File: src/include/elink_config.svh
`ifndef ELINK_CONFIG_SVH
`define ELINK_CONFIG_SVH

//####################
// mesh packet
//####################

// full emesh packet width in bits
`define ELINK_PW 104

//####################
// config space decode
//####################

// register index width, taken from dstaddr[7:2]
`define ELINK_RFAW 6

`define ELINK_ID        12'h000   // matched against dstaddr[31:20]
`define ELINK_CFG_GROUP 3'h2      // matched against dstaddr[10:8]

//####################
// buffering and defaults
//####################

`define ELINK_FIFO_DEPTH 4        // power of two only

`define ELINK_CLK_DEFAULT    16'h0573   // every clock enabled, slowest divider
`define ELINK_CHIPID_DEFAULT 12'h808

`endif
File: src/source/elink_pkg.sv
`include "elink_config.svh"

package elink_pkg;

   //####################
   // mesh packet layout
   //####################

   // msb first, 104 bits in total
   typedef struct packed {
      logic [31:0] srcaddr;    // return address for reads
      logic [31:0] data;       // write data
      logic [31:0] dstaddr;    // target address
      logic [3:0]  ctrlmode;
      logic [1:0]  datamode;   // byte/half/word/double
      logic        write;      // 1 = write, 0 = read
      logic        access;     // packet valid
   } emesh_packet_t;

   //####################
   // config register map
   //####################

   // word index inside the config group
   typedef enum logic [`ELINK_RFAW-1:0] {
      E_RESET  = 6'd0,   // bit 0 holds link in soft reset
      E_CLK    = 6'd1,   // pll clock settings
      E_CHIPID = 6'd2    // chip id
   } cfg_reg_e;

   //####################
   // serializer FSM
   //####################

   typedef enum logic {
      LINK_IDLE,   // waiting for a buffered packet
      LINK_SEND    // bytes going out on the link
   } link_state_e;

endpackage

File: src/source/elink_tx_top.sv
`timescale 1ns/1ps

module elink_tx_top
   import elink_pkg::*;
(
   input  logic          clk,
   input  logic          reset,
   input  logic          txwr_access,   // write strobe from mesh
   input  emesh_packet_t txwr_packet,
   output logic          txwr_wait,     // fifo full, hold off
   output logic [7:0]    tx_data,
   output logic          tx_frame,
   input  logic          tx_wait,       // link back-pressure
   output logic          elink_en,
   output logic [15:0]   clk_config,
   output logic [11:0]   chipid
);

   logic          gated_access;   // non-config traffic
   logic          fifo_pop;
   logic          fifo_empty;
   emesh_packet_t head_packet;

   //####################
   // config registers
   //####################

   elink_cfg_regs elink_cfg_regs_inst (
      .clk          (clk),
      .reset        (reset),
      .txwr_access  (txwr_access),
      .txwr_packet  (txwr_packet),
      .gated_access (gated_access),
      .elink_en     (elink_en),
      .clk_config   (clk_config),
      .chipid       (chipid)
   );

   //####################
   // write buffer
   //####################

   tx_write_fifo tx_write_fifo_inst (
      .clk       (clk),
      .reset     (reset),
      .push      (gated_access),
      .wr_packet (txwr_packet),
      .pop       (fifo_pop),
      .rd_packet (head_packet),
      .full      (txwr_wait),   // full is the wait level to the source
      .empty     (fifo_empty)
   );

   //####################
   // link output
   //####################

   tx_link_serializer tx_link_serializer_inst (
      .clk       (clk),
      .reset     (reset),
      .rd_packet (head_packet),
      .empty     (fifo_empty),
      .elink_en  (elink_en),
      .tx_wait   (tx_wait),
      .pop       (fifo_pop),
      .tx_data   (tx_data),
      .tx_frame  (tx_frame)
   );

endmodule

File: src/source/tx_link_serializer.sv
`timescale 1ns/1ps
`include "elink_config.svh"

module tx_link_serializer
   import elink_pkg::*;
(
   input  logic          clk,
   input  logic          reset,
   input  emesh_packet_t rd_packet,   // fifo head
   input  logic          empty,
   input  logic          elink_en,    // gates frame start only
   input  logic          tx_wait,     // far side stall
   output logic          pop,
   output logic [7:0]    tx_data,
   output logic          tx_frame     // high on every valid byte
);

   localparam int         NBYTES    = `ELINK_PW / 8;   // 13 for a mesh packet
   localparam logic [3:0] LAST_BYTE = 4'(NBYTES - 1);

   link_state_e          state;
   logic [`ELINK_PW-1:0] shift_reg;   // packet being sent, msb byte on the wire
   logic [3:0]           byte_cnt;    // index of byte on tx_data
   logic                 start;
   logic                 advance;
   logic                 last_byte;

   //####################
   // control
   //####################

   // only start from idle, so there is a gap of at least one cycle between frames
   assign start = (state == LINK_IDLE) && !empty && elink_en;

   assign advance   = (state == LINK_SEND) && !tx_wait;   // byte accepted this cycle
   assign last_byte = (byte_cnt == LAST_BYTE);

   assign pop = start;   // head is latched on the same edge

   //####################
   // FSM and counter
   //####################

   always_ff @(posedge clk) begin
      if (reset) begin
         state    <= LINK_IDLE;
         byte_cnt <= '0;
      end else begin
         case (state)
            LINK_IDLE: begin
               if (start) begin
                  state    <= LINK_SEND;
                  byte_cnt <= '0;
               end
            end
            LINK_SEND: begin
               // elink_en ignored here, frame always completes
               if (advance) begin
                  if (last_byte) begin
                     state <= LINK_IDLE;
                  end else begin
                     byte_cnt <= byte_cnt + 4'd1;
                  end
               end
            end
         endcase
      end
   end

   //####################
   // datapath
   //####################

   always_ff @(posedge clk) begin
      if (start) begin
         shift_reg <= rd_packet;                                 // latch head
      end else if (advance) begin
         shift_reg <= {shift_reg[`ELINK_PW-9:0], 8'h00};         // next byte up
      end
   end

   assign tx_data  = shift_reg[`ELINK_PW-1 -: 8];   // held while tx_wait
   assign tx_frame = (state == LINK_SEND);

endmodule

File: src/source/tx_write_fifo.sv
`timescale 1ns/1ps
`include "elink_config.svh"

module tx_write_fifo
   import elink_pkg::*;
(
   input  logic          clk,
   input  logic          reset,
   input  logic          push,        // write strobe, never while full
   input  emesh_packet_t wr_packet,
   input  logic          pop,         // read strobe, never while empty
   output emesh_packet_t rd_packet,   // head entry, fall through
   output logic          full,
   output logic          empty
);

   localparam int DEPTH = `ELINK_FIFO_DEPTH;
   localparam int AW    = $clog2(DEPTH);

   emesh_packet_t mem [DEPTH];   // packet storage

   // extra msb is the wrap bit
   logic [AW:0] wr_ptr;
   logic [AW:0] rd_ptr;
   logic [AW:0] wr_ptr_nxt;
   logic [AW:0] rd_ptr_nxt;

   //####################
   // pointer arithmetic
   //####################

   assign wr_ptr_nxt = wr_ptr + (AW+1)'(push);
   assign rd_ptr_nxt = rd_ptr + (AW+1)'(pop);

   always_ff @(posedge clk) begin
      if (reset) begin
         wr_ptr <= '0;
         rd_ptr <= '0;
      end else begin
         wr_ptr <= wr_ptr_nxt;
         rd_ptr <= rd_ptr_nxt;
      end
   end

   //####################
   // storage
   //####################

   always_ff @(posedge clk) begin
      if (push) begin
         mem[wr_ptr[AW-1:0]] <= wr_packet;
      end
   end

   // head is always visible, pop only moves the pointer
   assign rd_packet = mem[rd_ptr[AW-1:0]];

   //####################
   // status flags
   //####################

   // flags follow the next pointers so they are valid one cycle after a push/pop
   always_ff @(posedge clk) begin
      if (reset) begin
         empty <= 1'b1;
         full  <= 1'b0;
      end else begin
         empty <= (wr_ptr_nxt == rd_ptr_nxt);          // same index, same wrap
         full  <= (wr_ptr_nxt[AW-1:0] == rd_ptr_nxt[AW-1:0]) &&
                  (wr_ptr_nxt[AW] != rd_ptr_nxt[AW]);  // same index, wrap differs
      end
   end

endmodule

File: src/source/elink_cfg_regs.sv
`timescale 1ns/1ps
`include "elink_config.svh"

module elink_cfg_regs
   import elink_pkg::*;
(
   input  logic          clk,
   input  logic          reset,
   input  logic          txwr_access,    // incoming write strobe
   input  emesh_packet_t txwr_packet,
   output logic          gated_access,   // forward to tx fifo
   output logic          elink_en,       // master enable
   output logic [15:0]   clk_config,     // pll settings
   output logic [11:0]   chipid
);

   logic        cfg_hit;          // packet lands in our config group
   logic        cfg_write;
   cfg_reg_e    reg_idx;          // word index from address
   logic        reset_write;
   logic        clk_write;
   logic        chipid_write;

   logic        soft_reset_reg;   // 1 holds link disabled
   logic [15:0] clk_reg;
   logic [11:0] chipid_reg;

   //####################
   // address decode
   //####################

   assign cfg_hit = txwr_access &
                    (txwr_packet.dstaddr[31:20] == `ELINK_ID) &
                    (txwr_packet.dstaddr[10:8] == `ELINK_CFG_GROUP);

   assign cfg_write = cfg_hit & txwr_packet.write;   // reads pass through

   // word slots, byte offset dropped
   assign reg_idx = cfg_reg_e'(txwr_packet.dstaddr[`ELINK_RFAW+1:2]);

   assign reset_write  = cfg_write & (reg_idx == E_RESET);
   assign clk_write    = cfg_write & (reg_idx == E_CLK);
   assign chipid_write = cfg_write & (reg_idx == E_CHIPID);

   //####################
   // write filter
   //####################

   // register writes are consumed here
   // anything else in the group still goes to the link
   assign gated_access = txwr_access & ~(reset_write | clk_write | chipid_write);

   //####################
   // soft reset / enable
   //####################

   always_ff @(posedge clk) begin
      if (reset) begin
         soft_reset_reg <= 1'b0;                    // enabled out of reset
      end else if (reset_write) begin
         soft_reset_reg <= txwr_packet.data[0];
      end
   end

   assign elink_en = ~soft_reset_reg;

   //####################
   // clock settings
   //####################

   always_ff @(posedge clk) begin
      if (reset) begin
         clk_reg <= `ELINK_CLK_DEFAULT;
      end else if (clk_write) begin
         clk_reg <= txwr_packet.data[15:0];         // upper data bits ignored
      end
   end

   assign clk_config = clk_reg;

   //####################
   // chip id
   //####################

   always_ff @(posedge clk) begin
      if (reset) begin
         chipid_reg <= `ELINK_CHIPID_DEFAULT;
      end else if (chipid_write) begin
         chipid_reg <= txwr_packet.data[11:0];
      end
   end

   assign chipid = chipid_reg;   // all 12 bits visible

endmodule

File: config.mk
export PLATFORM = sky130hd
export DESIGN_NAME = elink_tx_top
export DESIGN_NICKNAME = d
export VERILOG_FILES = /design/src/source/elink_pkg.sv /design/src/source/elink_tx_top.sv /design/src/source/tx_link_serializer.sv /design/src/source/tx_write_fifo.sv /design/src/source/elink_cfg_regs.sv
export VERILOG_INCLUDE_DIRS = /design/src /design/src/include
export SDC_FILE = /design/constraint.sdc
export NUM_CORES = 1
export LEC_CHECK = 0
export BUFFER_PORTS_ARGS = -buffer_cell sky130_fd_sc_hd__buf_2
export CORE_MARGIN = 8
export CORE_UTILIZATION = 30
export CTS_CLUSTER_DIAMETER = 200
export DETAILED_ROUTE_END_ITERATION = 10
export PLACE_DENSITY = 0.56
export SLEW_MARGIN = 0
export SYNTH_ARGS = -nofsm -noshare
export SYNTH_HDL_FRONTEND = slang
export SYNTH_SLANG_ARGS = --single-unit
export TNS_END_PERCENT = 100
File: constraint.sdc
create_clock -name clk -period 9.65 [get_ports clk]
set_input_delay 0.4825 -clock clk [delete_from_list [all_inputs] [get_ports clk]]
set_output_delay 0.4825 -clock clk [all_outputs]
set_load 0.02 [all_outputs]
Yosys cells after proc, flatten, opt, wreduce, memory -nomap -nowiden. Memories as Yosys holds them, arrays and structs flattened. A register that Yosys moved wholly into a read port is not among the register bits. Cells that the tools add are included. Widths: inputs -> output; s select.

Flip-flop bits (word level): 146. Memory bits (writable): 416. Bits of input ports: 108. Output and inout bits: 39. Logic and storage cells: 59. Memories: 1.

Add/subtract/negate cells: 3. Eq/ne operators: 10. Mux-type cells: 13. Bitwise logic cells: 12. Reductions and logical operators: 10.

Memories: tx_write_fifo_inst.mem (words 4, bits a word 104, rd ports 1, clocked after memory_dff 1, wr ports 1, RTL line tx_write_fifo.sv:20) `emesh_packet_t mem [DEPTH];`.

Operator list (count): $mux 104 (2); $logic_not 12->1 (1); $mux 4 (3); $pmux 4 s2 (1); $and 1x1->1 (7); $add 3x1->3 (2); $eq 6x1->1 const B (1); $eq 6x2->1 const B (1); $logic_not 6->1 (1); $ne 2x2->1 const B (3); $mux 1 (5); $add 4x1->4 const B (1); $eq 4x4->1 const B (1); $logic_and 1x1->1 (4); $eq 3x2->1 const B (1); $eq 3x3->1 (1); $not 1->1 (3); $reduce_and 3->1 (1); $eq 2x2->1 (1); $logic_not 1->1 (2); $mux 2 (1); $or 1x1->1 (2); $pmux 1 s2 (1); $reduce_bool 2->1 (1); $ne 1x1->1 (1).

Logic depth before layout (Yosys ltp).
Depth after elaboration: 12. Gate-level depth with buffers: 11. Gate-level depth less buffers: 10.

By module. From an unflattened synthesis, not the netlist that was laid out.

Cell total of the unflattened synthesis: 1196. Area total of the unflattened synthesis: 21488.1 µm².

By module, submodules not included: tx_write_fifo (instances 1, cells an instance 575, area each 15358.5 µm², sequential area each 12652.1 µm²); tx_link_serializer (instances 1, cells an instance 467, area each 4769.6 µm², sequential area each 3223.1 µm²); elink_cfg_regs (instances 1, cells an instance 154, area each 1360.1 µm², sequential area each 580.6 µm²).

Worst setup path before layout. No wires, ideal clock.

Path kind: input to register. From: input port txwr_access. To: memory tx_write_fifo_inst.mem[1][0] (netlist bit) (enable). Arrival time: 8.581 ns. Required time: 8.934 ns. Setup slack: 0.353 ns. Stages on the path: 5. Buffers on the path: 1. Cells stage by stage: nor4b_1 -> nand3_1 -> buf_2 -> o31ai_2 -> nor3b_1.

Word-level cells in the longest chain between the ends: 10. Elaborated cells between the ends (all ways): 12. Classes of those cells: mux: 2; bitwise: 10.

Ends and longest elaborated chain: start, declared (RTL line elink_tx_top.sv:8) `input logic txwr_access,`; $and 1x1->1 (2 in series) (RTL line elink_cfg_regs.sv:32) `assign cfg_hit = txwr_access &`; $and 1x1->1 (RTL line elink_cfg_regs.sv:36) `assign cfg_write = cfg_hit & txwr_packet.write;`; $and 1x1->1, on equally long branches (RTL line elink_cfg_regs.sv:41, elink_cfg_regs.sv:42); $or 1x1->1 (2 in series) (RTL line elink_cfg_regs.sv:51) `assign gated_access = txwr_access & ~(reset_write | clk_write | chipid_write);`; $not 1->1 (RTL line elink_cfg_regs.sv:51); $and 1x1->1 * (RTL line elink_cfg_regs.sv:51); $mux 1 * (RTL line tx_write_fifo.sv:50) `if (push) begin`; $mux 1 (implied by the code) * (RTL line tx_write_fifo.sv:51) `mem[wr_ptr[AW-1:0]] <= wr_packet;`; end, declared (RTL line tx_write_fifo.sv:20).

Every way passes the cells marked *; elsewhere a longest branch is shown, timed or not.

Worst setup path in the final report.
From: input port txwr_packet[32] (netlist bit). To: memory tx_write_fifo_inst.mem[3][52] (netlist bit) (enable).

Word-level cells in the longest chain between the ends: 11. Elaborated cells between the ends (all ways): 13. Classes of those cells: mux: 2; bitwise: 10; reduce/logical: 1.

Ends and longest elaborated chain: start, declared (RTL line elink_tx_top.sv:9) `input emesh_packet_t txwr_packet,`; $logic_not 12->1 (no line) *; $and 1x1->1 * (2 in series) (RTL line elink_cfg_regs.sv:32); $and 1x1->1 * (RTL line elink_cfg_regs.sv:36); $and 1x1->1, on equally long branches (RTL line elink_cfg_regs.sv:41, elink_cfg_regs.sv:42); $or 1x1->1 (RTL line elink_cfg_regs.sv:51); $or 1x1->1 * (RTL line elink_cfg_regs.sv:51); $not 1->1 * (RTL line elink_cfg_regs.sv:51); $and 1x1->1 * (RTL line elink_cfg_regs.sv:51); $mux 1 * (RTL line tx_write_fifo.sv:50); $mux 1 (implied by the code) * (RTL line tx_write_fifo.sv:51).

Marked as above.

==> results.ini <==
[routing]
drt-initial-drc-count = 762
firstDrtPassIters = 5
vias_per_cell = 4.66
route.detailed.drc = 0
drt-total-wl_mm = 47.5
antenna_left = 0
post_drt_wl_per_cell_um = 22.3
num_vias = 9935

[timing]
slew_headroom_pct = 18.3
worst_pin_slew_ns = 1.23
tns_ns = 0
rsz0062_at_grt = no
finalSetupViolCount = 0
period_share_pct = 36.5
period_needed_ns = 3.53
slew_violations = 0
max_clock_freq_mhz = 284
hold_viol = 0
finClkSkew_ns = 0.0242

[clocking]
root_buffer = clkbuf_16
hold_buffers = 0
cts_tree = built
clockBufferDepth = 3
cts_sinks = 562
clkTransAtPathRegs_ns = 0.06
cts_setup_buffers = 0
cts-resized-gates = 0
htree_levels = 2
clk_latency_ns = 0.61
cts_buffers = 55

[synthesis]
ys.flop_type = edfxtp_1
ys_async_sr_fraction_pct = 0
yosysUniqueCellTypes = 41
synth.avg_cell_area_sq_um = 21.5
syn_nets = 1103
netlist_area_sq_um = 21200
synth_top_area_share_pct = 73.5
yosysTopAreaCell = edfxtp_1
synth_area_leaders = edfxtp_1 (73%), mux4_2 (11%), mux2_2 (5.1%)
yosys_warnings = 0
ys_seq_area_share_pct = 77.4
synth_edf_count = 520
synth_seq_cells = 562
postSynthCellCount = 989

[pwr]
p_seq_share_pct = 49.3
p_leak_uw = 0.00789
p_sw_share_pct = 25.2
intPower_uw = 4990
p_comb_share_pct = 18.6
power.switching_uw = 1680
clkPwrFrac_pct = 32.1
vdd_drop_max_uv = 166
powerDensity_nw_per_um2 = 269

[global_routing]
antenna_found_initial = 10
grt_pass1_vias = 10600
grt_overflow_total = 0
grt_use_total_pct = 11.8
grt_pass1_wl_mm = 69.9
grt_max_degree = 66

[worst_setup_path]
cpPeakStageDelay_ns = 0.86
crit_chain = buf_2 > nor4_1 > nand3_1 > o31ai_2 > nor2_4 > buf_4 > buf_4
crit_fanout = 55
crit_path_end_kind = register
crit_required_ns = 9.89
critPathArrivalTime_ns = 3.76
path_delay_family = simple AND/OR/NAND/NOR gates
crit_slowest_cell = nand3_1
startpoint_type = primary input
setup.worst_path.start = txwr_packet[32]
cpMostUsedCell = buf_4
worstSetupPathType = in -> reg
timing.rr.start = tx_write_fifo_inst.rd_ptr[0]$_SDFF_PP0_
crit_buf_inv = 3

[layout]
instances_no_fill = 2133
final_common_cell = edfxtp_1
syn2layout_area_growth_pct = 16.6
final_cell_mix = edfxtp_1 (520), buf_2 (146), mux4_2 (104)
largest_reg_flops = 416
nets = 1262
final_layout_size_suffix_gt1_share_pct = 38.1

[outcome]
status = finished, final reports clean

[place]
portBuffers = 146
hpwl_mm = 28.7
dp_cells = 2031
finalWeightedCongestion = 0.715

[flow_run]
drv_cap = 0

[die]
fp.dieW_um = 282
floorplan.initialDensity_pct = 30.3
dieArea_sq_um = 79600
io_pins = 147
placementRows = 97
die_h_um = 282
core_area_sq_um = 70000

[worst_hold_path]
hp-start = txwr_packet[64]
min_path_type = in -> reg

-- cell families (layout without fill, tap and decap cells) --
logic type	Yosys count	in the layout	share of synthesized area, %
flops	562	562	77.4
mux	200	200	16.1
simple gates	90	90	2.60
buf+inv	67	270	1.67
compound gates	59	59	1.61
fa+ha+maj	6	6	0.353
xor+xnor	5	5	0.206
other cells	0	1	0
-- worst paths after layout --
kind,to,slack (ns),depth (start not counted)
worst max-delay path,tx_write_fifo_inst.mem[3][52]$_DFFE_PP_,6.12,7
worst min-delay path,tx_write_fifo_inst.mem[1][64]$_DFFE_PP_,0.09,1
worst max register to register,tx_link_serializer_inst.shift_reg[96]$_DFFE_PP_,6.52,4
worst min register to register,elink_cfg_regs_inst.clk_config[13]$_SDFFE_PP0P_,0.48,2
-- synth_stat cells (3+ instances only) --
library cell  instances
nand2_1               6
o21ai_0              20
dfxtp_1              42
nor2b_1               6
a21oi_1              22
ha_1                  6
nand3_1              12
xnor2_1               3
buf_4                 8
clkbuf_1             27
nand4_1              33
nor3b_1               3
mux4_2              104
and2_1                9
edfxtp_1            520
buf_6                 7
nor2_1                7
mux2_2               96
buf_2                16
o31ai_1               9
inv_1                 7
-- stage by stage --
step / hold WS [ns] / area, sq um / setup slack (ns) / power [uW] / util, %
after floorplan: 0.457 / 21200 / 0.353 / 4270 / -
after global placement: 0.460 / 23000 / 5.46 / 4630 / 32.8
after detailed placement: 0.471 / 23000 / 5.45 / 4630 / 32.8
after CTS: 0.0355 / 24800 / 6.10 / 6800 / 35.4
after global routing: 0.0527 / 24800 / 5.88 / 6980 / 35.4
final: 0.0921 / 24800 / 6.12 / 6660 / 35.4
-- power groups by stage --
stage          sequential (uW)  clock, uW  combinational, uW
3_3_place_gp              3350          0               1280
6_report                  3290       2140               1240
2_1_floorplan             3260          0               1020
3_5_place_dp              3350          0               1280
5_1_grt                   3320       2300               1350
4_1_cts                   3300       2210               1290
-- per-layer routing --
layer | GRT usage, % | routed length (um) | part of all wire (%) | vias to the layer above
li1 | - | - | - | 4407
met5 | 0 | 70 | 0.15 | -
met4 | 2.38 | 710 | 1.5 | 10
met3 | 3.36 | 2860 | 6.0 | 75
met2 | 18.7 | 22400 | 47 | 250
met1 | 16.2 | 21500 | 45 | 5193
-- cell type report --
type                       count  area, sq um
clock inverter                32          327
multi-input combinational    360         4470
tap                          940         1180
fill                        6544        45300
antenna                        1         2.50
inverter                       7         26.3
clock buffer                  69         1460
timing repair buffer         162          851
sequential                   562        16500
(Power assumes the default switching activity.)
